--- src/design/lineBeatCounter.sv ---
`timescale 1ns/1ps

module lineBeatCounter #(
	parameter int LINE_WORDS = 8,
	localparam int COUNT_BITS = $clog2(LINE_WORDS)
) (
	input logic clk,
	input logic beatStart,
	input logic beatStep,
	output logic [COUNT_BITS-1:0] beatCount,
	output logic beatLast
);

	// word index of the current beat
	always_ff @(posedge clk) begin
		if (beatStart) begin
			beatCount <= '0;
		end else if (beatStep) begin
			beatCount <= beatCount + 1'b1;
		end
	end

	// final word of the line
	assign beatLast = (beatCount == COUNT_BITS'(LINE_WORDS - 1));

endmodule

--- config.mk ---
export PLATFORM = sky130hd
export DESIGN_NAME = lineBeatCounter
export DESIGN_NICKNAME = d
export VERILOG_FILES = /design/src/design/lineBeatCounter.sv
export SDC_FILE = /design/constraint.sdc
export NUM_CORES = 1
export LEC_CHECK = 0
export ABC_AREA = 1
export BUFFER_PORTS_ARGS = -buffer_cell sky130_fd_sc_hd__buf_4
export CORE_AREA = 2 2 39 41
export CTS_CLUSTER_DIAMETER = 120
export CTS_CLUSTER_SIZE = 30
export DETAILED_ROUTE_END_ITERATION = 6
export DIE_AREA = 0 0 41 43
export GPL_ROUTABILITY_DRIVEN = 0
export HOLD_SLACK_MARGIN = 0.15
export SYNTH_ARGS = -nofsm -noshare
export SYNTH_HDL_FRONTEND = slang
export SYNTH_SLANG_ARGS = --single-unit
--- constraint.sdc ---
create_clock -name clk -period 1.4 [get_ports clk]
set_clock_uncertainty 0.05 [all_clocks]
set_input_delay 0.14 -clock clk [delete_from_list [all_inputs] [get_ports clk]]
set_output_delay 0.14 -clock clk [all_outputs]
set_load 0.02 [all_outputs]
# Word level (Yosys, flattened, before mapping)
# Index checks and enable logic that the tools add are counted.
[op_classes]
n_addsub = 1
eq_ne = 1
[op_table]
columns = ["op", "n"]
rows = [
  ["3-bit by 1-bit adder with 3-bit output (second input constant)", 1],
  ["3-bit == test (second input constant)", 1],
]
[word_totals]
reg_bits = 3
output_inout_bits = 4
word_cells = 3

# Depth between registers and ports, before layout
[depth]
depth_word = 1
mapped_depth = 6
ltp_nobuf = 6

# Worst setup path before layout
# No wires, ideal clock.
[synth_timing]
path_type = "register -> register"
from = "register beatCount[0]"
to = "register beatCount[2]"
setup_time_ns = 0.113
t_arrival_ns = 1.012
required_time_ns = 1.237
path_slack_ns = 0.225
stages_incl_launch_ff = 7
path_cell_list = "dfxtp_1 > ha_1 > ha_1 > inv_1 > nand2_1 > nand2_1 > nor2_1"
[synth_via]
elab_chain_cells = 1
[synth_lines]
columns = ["item", "line", "text"]
rows = [
  ["from (decl)", "10", "output logic [COUNT_BITS-1:0] beatCount,"],
  ["from (signal assigned)", "19", "beatCount <= beatCount + 1'b1;"],
  ["3-bit by 1-bit adder with 3-bit output", "19", ""],
]
# Every way passes these cells.
# A chain may end at the register's enable or synchronous reset.

# Worst setup path in the final report
[layout_timing]
from = "register beatCount[0]"
to = "output beatLast"
[layout_via]
elab_chain_cells = 1
[layout_lines]
columns = ["item", "line", "text"]
rows = [
  ["3-bit == test", "24", "assign beatLast = (beatCount == COUNT_BITS'(LINE_WORDS - 1));"],
  ["to (decl)", "11", "output logic beatLast"],
]
# Every way passes these cells.

==> impl_metrics.csv <==
group,metric,value,unit
pwr,p_sw,0.0739,mW
logic_synthesis,yosysSeqAreaShare,42.5,%
timing,worst_slack,0.122,ns
critical_path,cp_common_cell,"ha_1",
timing,period_needed,1.28,ns
final_layout,fin_nets,38,
critical_path,crit_chain,"ha_1 -> ha_1 -> buf_4",
global_routing,grt_pass1_vias,120,
critical_path,critical_path_arrival,1.09,ns
critical_path,critPathTopFamily,"adder cells",
pwr,intPower,0.224,mW
critical_path,crit_cells,3,
routing,wl,269,microns
timing,tightest_slew,0.138,ns
pwr,p_leak,0.139,nW
logic_synthesis,yosysWarnings,0,
clock_network,numCtsBuffers,3,
die,die_area,1760,sq um
critical_path,critPathKind,"reg -> out",
logic_synthesis,synth_nets,25,
pwr,total_power,0.298,mW
clock_network,cts.path.max_buffers,2,
global_routing,grt.total_usage,3.51,%
pwr,pwr-share-clk,50.2,%
pwr,comb_power_share,16.7,%
critical_path,slowest_stage,"dfxtp_1",
critical_path,max_stage_delay,0.33,ns
die,fp.dieW,41,microns
min_path,worstHoldStart,"beatCount[1]$_SDFFE_PP0P_",
timing,max_freq,0.783,GHz
critical_path,start_kind,"register",
final_layout,synthToLayoutAreaGrowth,78.8,%
final_layout,nFillCells,162,
logic_synthesis,syn_area_per_cell,7.07,sq um
routing,vias_per_cell,3.10,
final_layout,reg_top3,"beatCount (3)",
clock_network,worst_skew_pair.late_latency,0.23,ns
clock_network,path_clk_slew,0.04,ns
final_layout,diodes,0,
clock_network,clockRootBuffer,"clkbuf_4",
final_layout,regMostFlops,"beatCount",
final_layout,largest_register_ffs,3,
clock_network,cts_tree,"yes",
critical_path,timing.rr.start,"beatCount[0]$_SDFFE_PP0P_",
min_path,hold_depth,2,
critical_path,crit_fanout,4,
die,initial_core_util,10.2,%
clock_network,cts_setup_buffers,0,
min_path,hold_class,"reg -> reg",
routing,post_drt_wl_per_cell,5.60,microns
pwr,seq_power_share,33.1,%
timing,grt_setup_unrepaired,"no",
timing,finalSetupViolCount,0,
timing,maxSlewHeadroom,90.8,%
placement,port_buffers,6,
critical_path,cp_num_buf_inv,1,
clock_network,postCtsHoldBufs,2,
die,core_area,1380,sq um
global_routing,grt_pass1_wl,358,microns
outcome,outcome,"complete, no violations",
pwr,power_density,1180,nW/um^2
critical_path,r2r_setup_slack,0.28,ns
critical_path,reg2regPathDepth,6,
min_path,hold_path_end,"beatCount[1]$_SDFFE_PP0P_",
global_routing,antenna_found_initial,0,
critical_path,endpoint_kind,"output pin",
logic_synthesis,synth.distinct_cells,5,
placement,dp_hpwl,207,microns
routing,postRouteAntennaNets,0,
logic_synthesis,ys_ff_latch,3,
timing,timing.final.crit_share,91.3,%
routing,drc,0,
clock_network,ctsResizeCount,0,
logic_synthesis,syn_inst,20,
timing,setup_tns,0,ns
pwr,swShare,24.8,%
pwr,peakVddDrop,0.157,mV
flow_run,drv_cap,0,
routing,vias,149,
routing,initialDrtViolationCount,1,
critical_path,required,1.21,ns
clock_network,cts.htree.levels,1,
placement,pre_cts_ws,0.278,ns
die,num_rows,14,
critical_path,r2r-end,"beatCount[2]$_SDFFE_PP0P_",
global_routing,grt_overflow,0,
logic_synthesis,syn-cell-area,141,sq um
die,die_h,43,microns
final_layout,drive_gt1_share,28.1,%
timing,hold_violations,0,
routing,drtPass1Iterations,2,
clock_network,clock-sinks,3,
die,ios,7,
global_routing,grt_max_degree,7,
timing,report.final.slew_viol_count,0,
[cells by family (layout without fill, tap and decap cells)]
group         Yosys count  after routing  synth area share, %
fa+ha+maj               2              2                 17.7
buf+inv                 3             15                 7.96
flops                   3              3                 42.5
simple gates           12             12                 31.9
[area by class of cell]
| cell class | count | area, sq um | area share [%] |
|---|---|---|---|
| multi-input cells | 14 | 70.1 | 27.7 |
| repair buffers | 8 | 65.1 | 25.7 |
| flip-flops and latches | 3 | 60.1 | 23.8 |
| clock buffers | 4 | 26.3 | 10.4 |
| well taps | 16 | 20.0 | 7.92 |
| inverters | 3 | 11.3 | 4.46 |
[worst reg2reg max path, stage by stage (launching register included)]
cell and delay (ns):
dfxtp_1 0.33, ha_1 0.21, ha_1 0.26, inv_1 0.05, nand2_1 0.04, nand2_1 0.05, nor2_1 0.03
[placed cells by master (no fill, tap or decap)]
cell | synthesis | routed
buf_4 | 0 | 6
clkbuf_1 | 0 | 1
clkbuf_4 | 0 | 3
dfxtp_1 | 3 | 3
dlygate4sd3_1 | 0 | 2
ha_1 | 2 | 2
inv_1 | 3 | 3
nand2_1 | 6 | 6
nor2_1 | 6 | 6
[power groups by stage]
stage	registers, mW	logic (mW)	clock network, mW
2_1_floorplan	0.108	0.0183	0
3_3_place_gp	0.0996	0.0454	0
3_5_place_dp	0.100	0.0460	0
4_1_cts	0.0988	0.0505	0.159
5_1_grt	0.0993	0.0570	0.163
6_report	0.0988	0.0498	0.150
[per-layer routing]
layer	vias to the layer above	part of all wire (%)	GRT usage (%)
met5	-	0	0
met4	0	0	8.00
met3	0	8.6	0
met2	5	53	4.38
met1	62	38	2.88
li1	82	-	-
[worst max path at each step]
stage                               from                        end  slack, ns
3_5_place_dp   beatCount[0]$_SDFFE_PP0P_  beatCount[2]$_SDFFE_PP0P_       0.28
3_3_place_gp   beatCount[0]$_SDFFE_PP0P_  beatCount[2]$_SDFFE_PP0P_       0.29
5_1_grt        beatCount[0]$_SDFFE_PP0P_                   beatLast       0.07
4_1_cts        beatCount[0]$_SDFFE_PP0P_                   beatLast       0.11
2_1_floorplan  beatCount[0]$_SDFFE_PP0P_  beatCount[2]$_SDFFE_PP0P_       0.23
6_report       beatCount[0]$_SDFFE_PP0P_                   beatLast       0.12
[cells in the mapped netlist]
cell type  count  share of area (%)
dfxtp_1        3                 42
inv_1          3                8.0
nand2_1        6                 16
nor2_1         6                 16
ha_1           2                 18
[stage by stage]
step | cells | hold slack, ns | utilization [%] | area (sq um)
floorplan | 20 | 0.219 | - | 141
global placement | 42 | 0.359 | 14.9 | 206
detailed placement | 42 | 0.366 | 14.9 | 206
CTS | 48 | 0.449 | 18.3 | 253
global route | 48 | 0.474 | 18.3 | 253
finish | 48 | 0.444 | 18.3 | 253
(Power assumes the default switching activity.)
