--- src/design/cacheGeomPkg.sv ---
package cacheGeomPkg;

	// ----------------------------------------
	// address and data widths
	// ----------------------------------------

	localparam int ADDR_BITS = 32;
	localparam int WORD_BITS = 32;

	// byte lanes inside a word, never decoded
	localparam int BYTE_OFFSET_BITS = 2;

	// ----------------------------------------
	// vector types
	// ----------------------------------------

	// byte address, split low to high into
	// byte offset, word offset, index, tag
	typedef logic [ADDR_BITS-1:0] addrT;

	typedef logic [WORD_BITS-1:0] wordT; // one data word

	// two ways, so a single bit
	// also marks the LRU way of a set
	typedef logic wayT;

endpackage

--- src/design/cacheCtrlPkg.sv ---
package cacheCtrlPkg;

	// requester opcode
	typedef enum logic [1:0] {
		OP_NONE,
		OP_READ,
		OP_WRITE,
		OP_INVALIDATE
	} cacheOpT;

	// controller FSM
	typedef enum logic [2:0] {
		S_IDLE,        // lookup, hits finish here
		S_WRITEBACK,   // dirty line out, one word per cycle
		S_REFILL_REQ,
		S_REFILL_WAIT,
		S_RESPOND      // replay as a hit
	} ctrlStateT;

endpackage

--- src/design/cacheControl.sv ---
`timescale 1ns/1ps

module cacheControl #(
	parameter int INDEX_BITS = 4,
	parameter int LINE_WORDS = 8,
	localparam int WORD_OFF_BITS = $clog2(LINE_WORDS),
	localparam int TAG_BITS = cacheGeomPkg::ADDR_BITS - INDEX_BITS - WORD_OFF_BITS
		- cacheGeomPkg::BYTE_OFFSET_BITS
) (
	input logic clk,
	input logic reset,
	input cacheCtrlPkg::cacheOpT op,
	input cacheGeomPkg::addrT addr,
	output logic done,
	output logic hit,
	output logic memReadReq,
	output cacheGeomPkg::addrT memReadAddr,
	input logic memReadValid,
	output logic memWriteValid,
	output cacheGeomPkg::addrT memWriteAddr,
	input logic lookupHit,
	input cacheGeomPkg::wayT hitWay,
	input cacheGeomPkg::wayT victimWay,
	input logic victimDirty,
	input logic [TAG_BITS-1:0] victimTag,
	output logic [TAG_BITS-1:0] fillTag,
	output logic tagFill,
	output logic tagTouch,
	output logic tagSetDirty,
	output logic tagClean,
	output logic tagInvalidate,
	output cacheGeomPkg::wayT accessWay,
	output logic wordWrite,
	output logic beatWrite,
	output logic beatStart,
	output logic beatStep,
	input logic [WORD_OFF_BITS-1:0] beatCount,
	input logic beatLast
);
	import cacheGeomPkg::*;
	import cacheCtrlPkg::*;

	localparam int INDEX_LSB = BYTE_OFFSET_BITS + WORD_OFF_BITS;

	ctrlStateT state;
	ctrlStateT nextState;
	wayT targetWay; // way picked at the first lookup
	logic complete;
	logic isWrite;
	logic isInval;
	logic needWriteback;
	logic [INDEX_BITS-1:0] index;

	assign isWrite = (op == OP_WRITE);
	assign isInval = (op == OP_INVALIDATE);
	assign index = addr[INDEX_LSB +: INDEX_BITS];
	assign fillTag = addr[ADDR_BITS-1 -: TAG_BITS];

	// a miss only writes back a dirty victim, an invalidate only a dirty hit
	assign needWriteback = victimDirty && (lookupHit || !isInval);

	// ----------------------------------------
	// memory addresses
	// ----------------------------------------

	assign memReadAddr = {fillTag, index, {INDEX_LSB{1'b0}}};
	assign memWriteAddr = {victimTag, index, beatCount, {BYTE_OFFSET_BITS{1'b0}}};

	// ----------------------------------------
	// next state and strobes
	// ----------------------------------------

	always_comb begin
		nextState = state;
		accessWay = targetWay;
		complete = 1'b0;
		memReadReq = 1'b0;
		memWriteValid = 1'b0;
		tagFill = 1'b0;
		tagTouch = 1'b0;
		tagSetDirty = 1'b0;
		tagClean = 1'b0;
		tagInvalidate = 1'b0;
		wordWrite = 1'b0;
		beatWrite = 1'b0;
		beatStart = 1'b0;
		beatStep = 1'b0;

		case (state)
			S_IDLE: begin
				accessWay = hitWay;
				if (op != OP_NONE) begin
					if (lookupHit && !isInval) begin
						tagTouch = 1'b1;
						tagSetDirty = isWrite;
						wordWrite = isWrite;
						complete = 1'b1;
					end else if (needWriteback) begin
						beatStart = 1'b1; // count is 0 on first beat
						nextState = S_WRITEBACK;
					end else if (isInval) begin
						tagInvalidate = lookupHit; // absent line, nothing to do
						complete = 1'b1;
					end else begin
						nextState = S_REFILL_REQ;
					end
				end
			end

			S_WRITEBACK: begin
				memWriteValid = 1'b1;
				beatStep = 1'b1;
				if (beatLast) begin
					if (isInval) begin
						tagInvalidate = 1'b1;
						complete = 1'b1;
						nextState = S_IDLE;
					end else begin
						tagClean = 1'b1;
						nextState = S_REFILL_REQ;
					end
				end
			end

			S_REFILL_REQ: begin
				memReadReq = 1'b1;
				beatStart = 1'b1;
				nextState = S_REFILL_WAIT;
			end

			S_REFILL_WAIT: begin
				beatWrite = memReadValid;
				beatStep = memReadValid;
				if (memReadValid && beatLast) begin
					tagFill = 1'b1; // new tag after the last word
					nextState = S_RESPOND;
				end
			end

			S_RESPOND: begin
				tagTouch = 1'b1;
				tagSetDirty = isWrite;
				wordWrite = isWrite;
				complete = 1'b1;
				nextState = S_IDLE;
			end

			default: begin
				nextState = S_IDLE;
			end
		endcase
	end

	// ----------------------------------------
	// registers
	// ----------------------------------------

	always_ff @(posedge clk) begin
		if (reset) begin
			state <= S_IDLE;
			done <= 1'b0;
			hit <= 1'b0;
		end else begin
			state <= nextState;
			done <= complete;
			if (state == S_IDLE && op != OP_NONE) begin
				hit <= lookupHit; // first lookup only
			end
		end
	end

	always_ff @(posedge clk) begin
		if (state == S_IDLE && op != OP_NONE) begin
			targetWay <= victimWay;
		end
	end

endmodule

--- config.mk ---
export PLATFORM = sky130hd
export DESIGN_NAME = cacheControl
export DESIGN_NICKNAME = d
export VERILOG_FILES = /design/src/design/cacheGeomPkg.sv /design/src/design/cacheCtrlPkg.sv /design/src/design/cacheControl.sv
export SDC_FILE = /design/constraint.sdc
export NUM_CORES = 1
export LEC_CHECK = 0
export ABC_AREA = 1
export ABC_CLOCK_PERIOD_IN_PS = 1100
export BUFFER_PORTS_ARGS = -buffer_cell sky130_fd_sc_hd__buf_2
export CORE_UTILIZATION = 27
export DETAILED_ROUTE_END_ITERATION = 8
export PLACE_DENSITY_LB_ADDON = 0.2
export SYNTH_ARGS = -nofsm -noshare
export SYNTH_HDL_FRONTEND = slang
export SYNTH_SLANG_ARGS = --single-unit
export TNS_END_PERCENT = 10
--- constraint.sdc ---
create_clock -name clk -period 1.1 [get_ports clk]
set_clock_uncertainty 0.2 [all_clocks]
set_input_delay 0.055 -clock clk [delete_from_list [all_inputs] [get_ports clk]]
set_output_delay 0.055 -clock clk [all_outputs]
set_load 0.01 [all_outputs]
After elaboration in Yosys (flattened, before gate mapping)

Index checks and enable logic that the tools add are counted.

Bits in registers: 6

Equal/unequal tests: 11
Multiplexer cells: 39
Reductions and logical operators: 9

Operators with widths:

| cell                                                                   | count |
|---|---|
| 1-bit 2-to-1 mux                                                       | 25 |
| 3-bit 2-to-1 mux                                                       | 6 |
| 3-bit one-hot mux with 4 select lines                                  | 1 |
| 1-bit one-hot mux with 2 select lines                                  | 5 |
| 3-bit by 2-bit equality test with 1-bit output (second input constant) | 2 |
| 2-bit != test (second input constant)                                  | 3 |
| 5-bit AND reduction                                                    | 1 |
| 2-bit equality test (second input constant)                            | 2 |
| 1-bit logical AND                                                      | 4 |
| 3-bit by 1-bit equality test with 1-bit output (second input constant) | 1 |
| 3-bit equality test (second input constant)                            | 1 |
| 3-bit logical NOT                                                      | 1 |
| 3-bit != test (second input constant)                                  | 1 |
| 1-bit one-hot mux with 3 select lines                                  | 1 |
| 2-bit 2-to-1 mux                                                       | 1 |
| 2-bit by 1-bit != test with 1-bit output (second input constant)       | 1 |
| 2-bit nonzero test                                                     | 1 |
| 1-bit logical NOT                                                      | 1 |
| 1-bit logical OR                                                       | 1 |

Depth between registers and ports, before layout

Word-level depth: 8
Mapped depth: 7
Depth with buffers taken out: 7

Worst setup path before layout

OpenSTA, ideal clock, no wires.

Path type: flip-flop to output port
Start: register state[1]
End: output port wordWrite
Data arrival time: 1142 ps
Data required time: 845 ps
Setup slack: -297 ps
Stages on the path, launching flop included: 5
Path buffers: 1
Path through: dfxtp_1 -> nor2_4 -> nand2_1 -> a211oi_1 -> buf_4

Word-level cells in the longest chain between the ends: 2
Elaborated cells between the ends (all ways): 3

RTL lines:

| what                                                            | RTL line            | RTL |
|---|---|---|
| from (decl)                                                     | cacheControl.sv:45  | `ctrlStateT state;` |
| from (signal assigned)                                          | cacheControl.sv:164 | `state <= nextState;` |
| 3-bit equality test / 3-bit logical NOT (equally long branches) | -                   |  |
| 1-bit one-hot mux with 2 select lines (*)                       | -                   |  |
| to (decl)                                                       | cacheControl.sv:33  | `output logic wordWrite,` |

Every way passes the cells marked *; elsewhere a longest branch is shown, timed or not.

Worst setup path after layout

Start: register state[1]
End: output port tagTouch

Word-level cells in the longest chain between the ends: 2
Elaborated cells between the ends (all ways): 3

RTL lines:

| what                                                            | RTL line           | RTL |
|---|---|---|
| 3-bit equality test / 3-bit logical NOT (equally long branches) | cacheControl.sv:89 | `case (state)` |
| 1-bit one-hot mux with 2 select lines (*)                       | cacheControl.sv:89 |  |
| to (decl)                                                       | cacheControl.sv:28 | `output logic tagTouch,` |

Marks and branches as above.

==> results_dict.tcl <==
set metrics [dict create \
    synth_edf_count 1 \
    startpoint_type "register" \
    power_mw 1.475 \
    arrival_ns 1.23 \
    synthTopCellsByArea "buf_4 59%, dfxtp_1 9.0%, nand2_1 6.8%" \
    avgViaCountPerCell 4.167 \
    synth_top_family_by_area "buffers and inverters" \
    worstHoldStart "memReadValid" \
    place.gp.congestion 0.7876 \
    hold_path.class "in -> reg" \
    layout_min_cycle_time_ns 1.488 \
    grt_pass1_vias 773 \
    die_h_um 66.15 \
    cts-root-buf "clkbuf_8" \
    drt-pass1-iter-count 4 \
    io_buffers 23 \
    yosysTopAreaCell "buf_4" \
    fin_crit_sh_pct 135.2 \
    crit_type "reg -> out" \
    synth_cells 159 \
    final_area_mm2 0.001395 \
    path_max_fanout 6 \
    cts_buffers 3 \
    synth_fa_ha_area_share_pct 0 \
    htreeDepth 1 \
    ys_warn_count 0 \
    drc 0 \
    finalHoldViolCount 0 \
    r2r_cells 7 \
    vias 921 \
    r2r_start "state[1]" \
    muxShareOfSynthArea_pct 0 \
    grt_usage_pct 10.05 \
    core_mm2 0.003799 \
    async_flop_share_pct 0 \
    max_freq_ghz 0.6722 \
    synth_top_area_share_pct 59.46 \
    post-route-util_pct 36.73 \
    p_leak_nw 0.7161 \
    synth_area_mm2 0.001111 \
    ys_seq_area_share_pct 11.71 \
    ir_drop_v 0.0004708 \
    post_cts_buffers 0 \
    clock_path_buffers 2 \
    maxCapViolCount 0 \
    start_util_pct 29.25 \
    drt-initial-drc-count 37 \
    slew_violations 0 \
    fin_ws_ns -0.3876 \
    wire_per_inst_um 11.10 \
    synth.distinct_cells 23 \
    area_growth_pct 25.56 \
    die_area_mm2 0.004376 \
    synth-compound-area-share_pct 6.757 \
    cellPowerDensity_mw_per_mm2 1057 \
    die_w_um 66.15 \
    r2r_setup_slack_ns -0.17 \
    gr-total-overflow 0 \
    tns_ns -4.327 \
    n_fill_cell 400 \
    synth_xor_xnor_area_share_pct 0 \
    drive_gt1_share_pct 34.10 \
    insertion_delay_ns 0.21 \
    layout_common_cells "55 x dlygate4sd3_1, 23 x buf_2, 18 x nand2_1" \
    cts_tree "yes" \
    grt_first_pass_wirelength_mm 3.450 \
    ioPinCount 169 \
    dp_hpwl_mm 1.819 \
    cts.sinks 6 \
    whs_path_depth 4 \
    nets 242 \
    routed_wl_mm 2.452 \
    status "complete, but fails checks" \
    place_inst 162 \
    path_clk_slew_ns 0.04 \
    end_kind "output port" \
    r2r-end "state[1]" \
    synth_seq_cells 6 \
    holdPathEnd "state[2]" \
    rsz0062_at_grt "yes" \
    final_common_cell "dlygate4sd3_1" \
    drtAntennaViolNets 0 \
    antenna_found_initial 0 \
    num_rows 22 \
    setup_viol 17 \
    avgSynthCellArea_um2 6.988 \
    required_ns 0.84 \
    fin_cells 221 \
    violations "setup timing" \
    grt_max_degree 7 \
    yosys.area_share.simple_pct 16.67 \
    n_antenna_cell 0 \
    placed_area_um2 758.2 \
    synthFlopType "dfxtp_1" \
]
## how the worst max path moves through the flow
| stage | to | cells past startpoint | startpoint | slack, ns |
|---|---|---|---|---|
| 6_report | tagTouch | 6 | state[1] | -0.39 |
| 5_1_grt | tagInvalidate | 5 | state[1] | -0.47 |
| 4_1_cts | tagTouch | 6 | state[1] | -0.41 |
| 3_5_place_dp | tagInvalidate | 5 | state[0] | -0.27 |
| 3_3_place_gp | tagInvalidate | 5 | state[0] | -0.37 |
| 2_1_floorplan | wordWrite | 4 | state[1] | -0.16 |
## area by class of cell
type	instances	area (µm²)	share of cell area, %
timing repair buffer	92	774.5	55.52
multi-input combinational	56	322.8	23.14
sequential	6	136.4	9.776
tap	48	60.06	4.305
inverter	15	56.30	4.036
clock buffer	4	45.04	3.229
## metal layers
layer / track usage [%] / vias to the layer above / routed length, µm
met1: 11.91 / 399 / 875
met3: 2.414 / 4 / 287
li1: - / 425 / -
met5: 0 / - / 0
met4: 2.394 / 0 / 25
met2: 17.98 / 93 / 1263
## what timing repair did
action                                 CTS  global route
gates cloned                             0             0
gates resized for setup                 13             3
hold buffers                            55             0
pin swaps                                2             0
setup endpoints to repair               18            18
endpoints found under the hold margin   86             0
## per-stage QoR
| step | hold WS, ns | worst slack [ns] |
|---|---|---|
| after CTS | 0.009991 | -0.4099 |
| after global routing | 0.04370 | -0.4748 |
| after detailed placement | -0.08993 | -0.2740 |
| after floorplan | -0.08256 | -0.1615 |
| after global placement | -0.08993 | -0.3680 |
| final | 0.01034 | -0.3876 |
## flip-flops by register name (all words and copies together), names as in the netlist
signal and count:
state 3, done 1, hit 1, targetWay 1
## cells by family after synthesis
| kind of cell | after synthesis |
|---|---|
| buf+inv | 103 |
| simple gates | 37 |
| compound gates | 12 |
| flops | 6 |
| other cells | 1 |
## cell usage after synthesis, types with 2 or more instances
cell type  count
nor3_1         2
buf_4         88
a21oi_1        3
nor2_1         5
nand3_1        4
dfxtp_1        5
nor2_4         2
o21ai_1        3
nand2_1       20
inv_1         14
## worst max-delay path, cell delays in order (launching register included)
cell       delay (ns)
dfxtp_2          0.33
nor2_4           0.15
nand2_4          0.09
nor2_4           0.15
inv_1            0.05
o2bb2ai_1        0.11
buf_2            0.14
## power breakdown
group / switching, mW / leakage [nW] / total [mW] / internal, mW
registers: 0.0235 / 0.0525 / 0.287 / 0.264
logic: 0.444 / 0.641 / 0.840 / 0.396
clock network: 0.0976 / 0.0228 / 0.347 / 0.250
total: 0.565 / 0.716 / 1.47 / 0.909
Power figures use the tool's default switching activity.
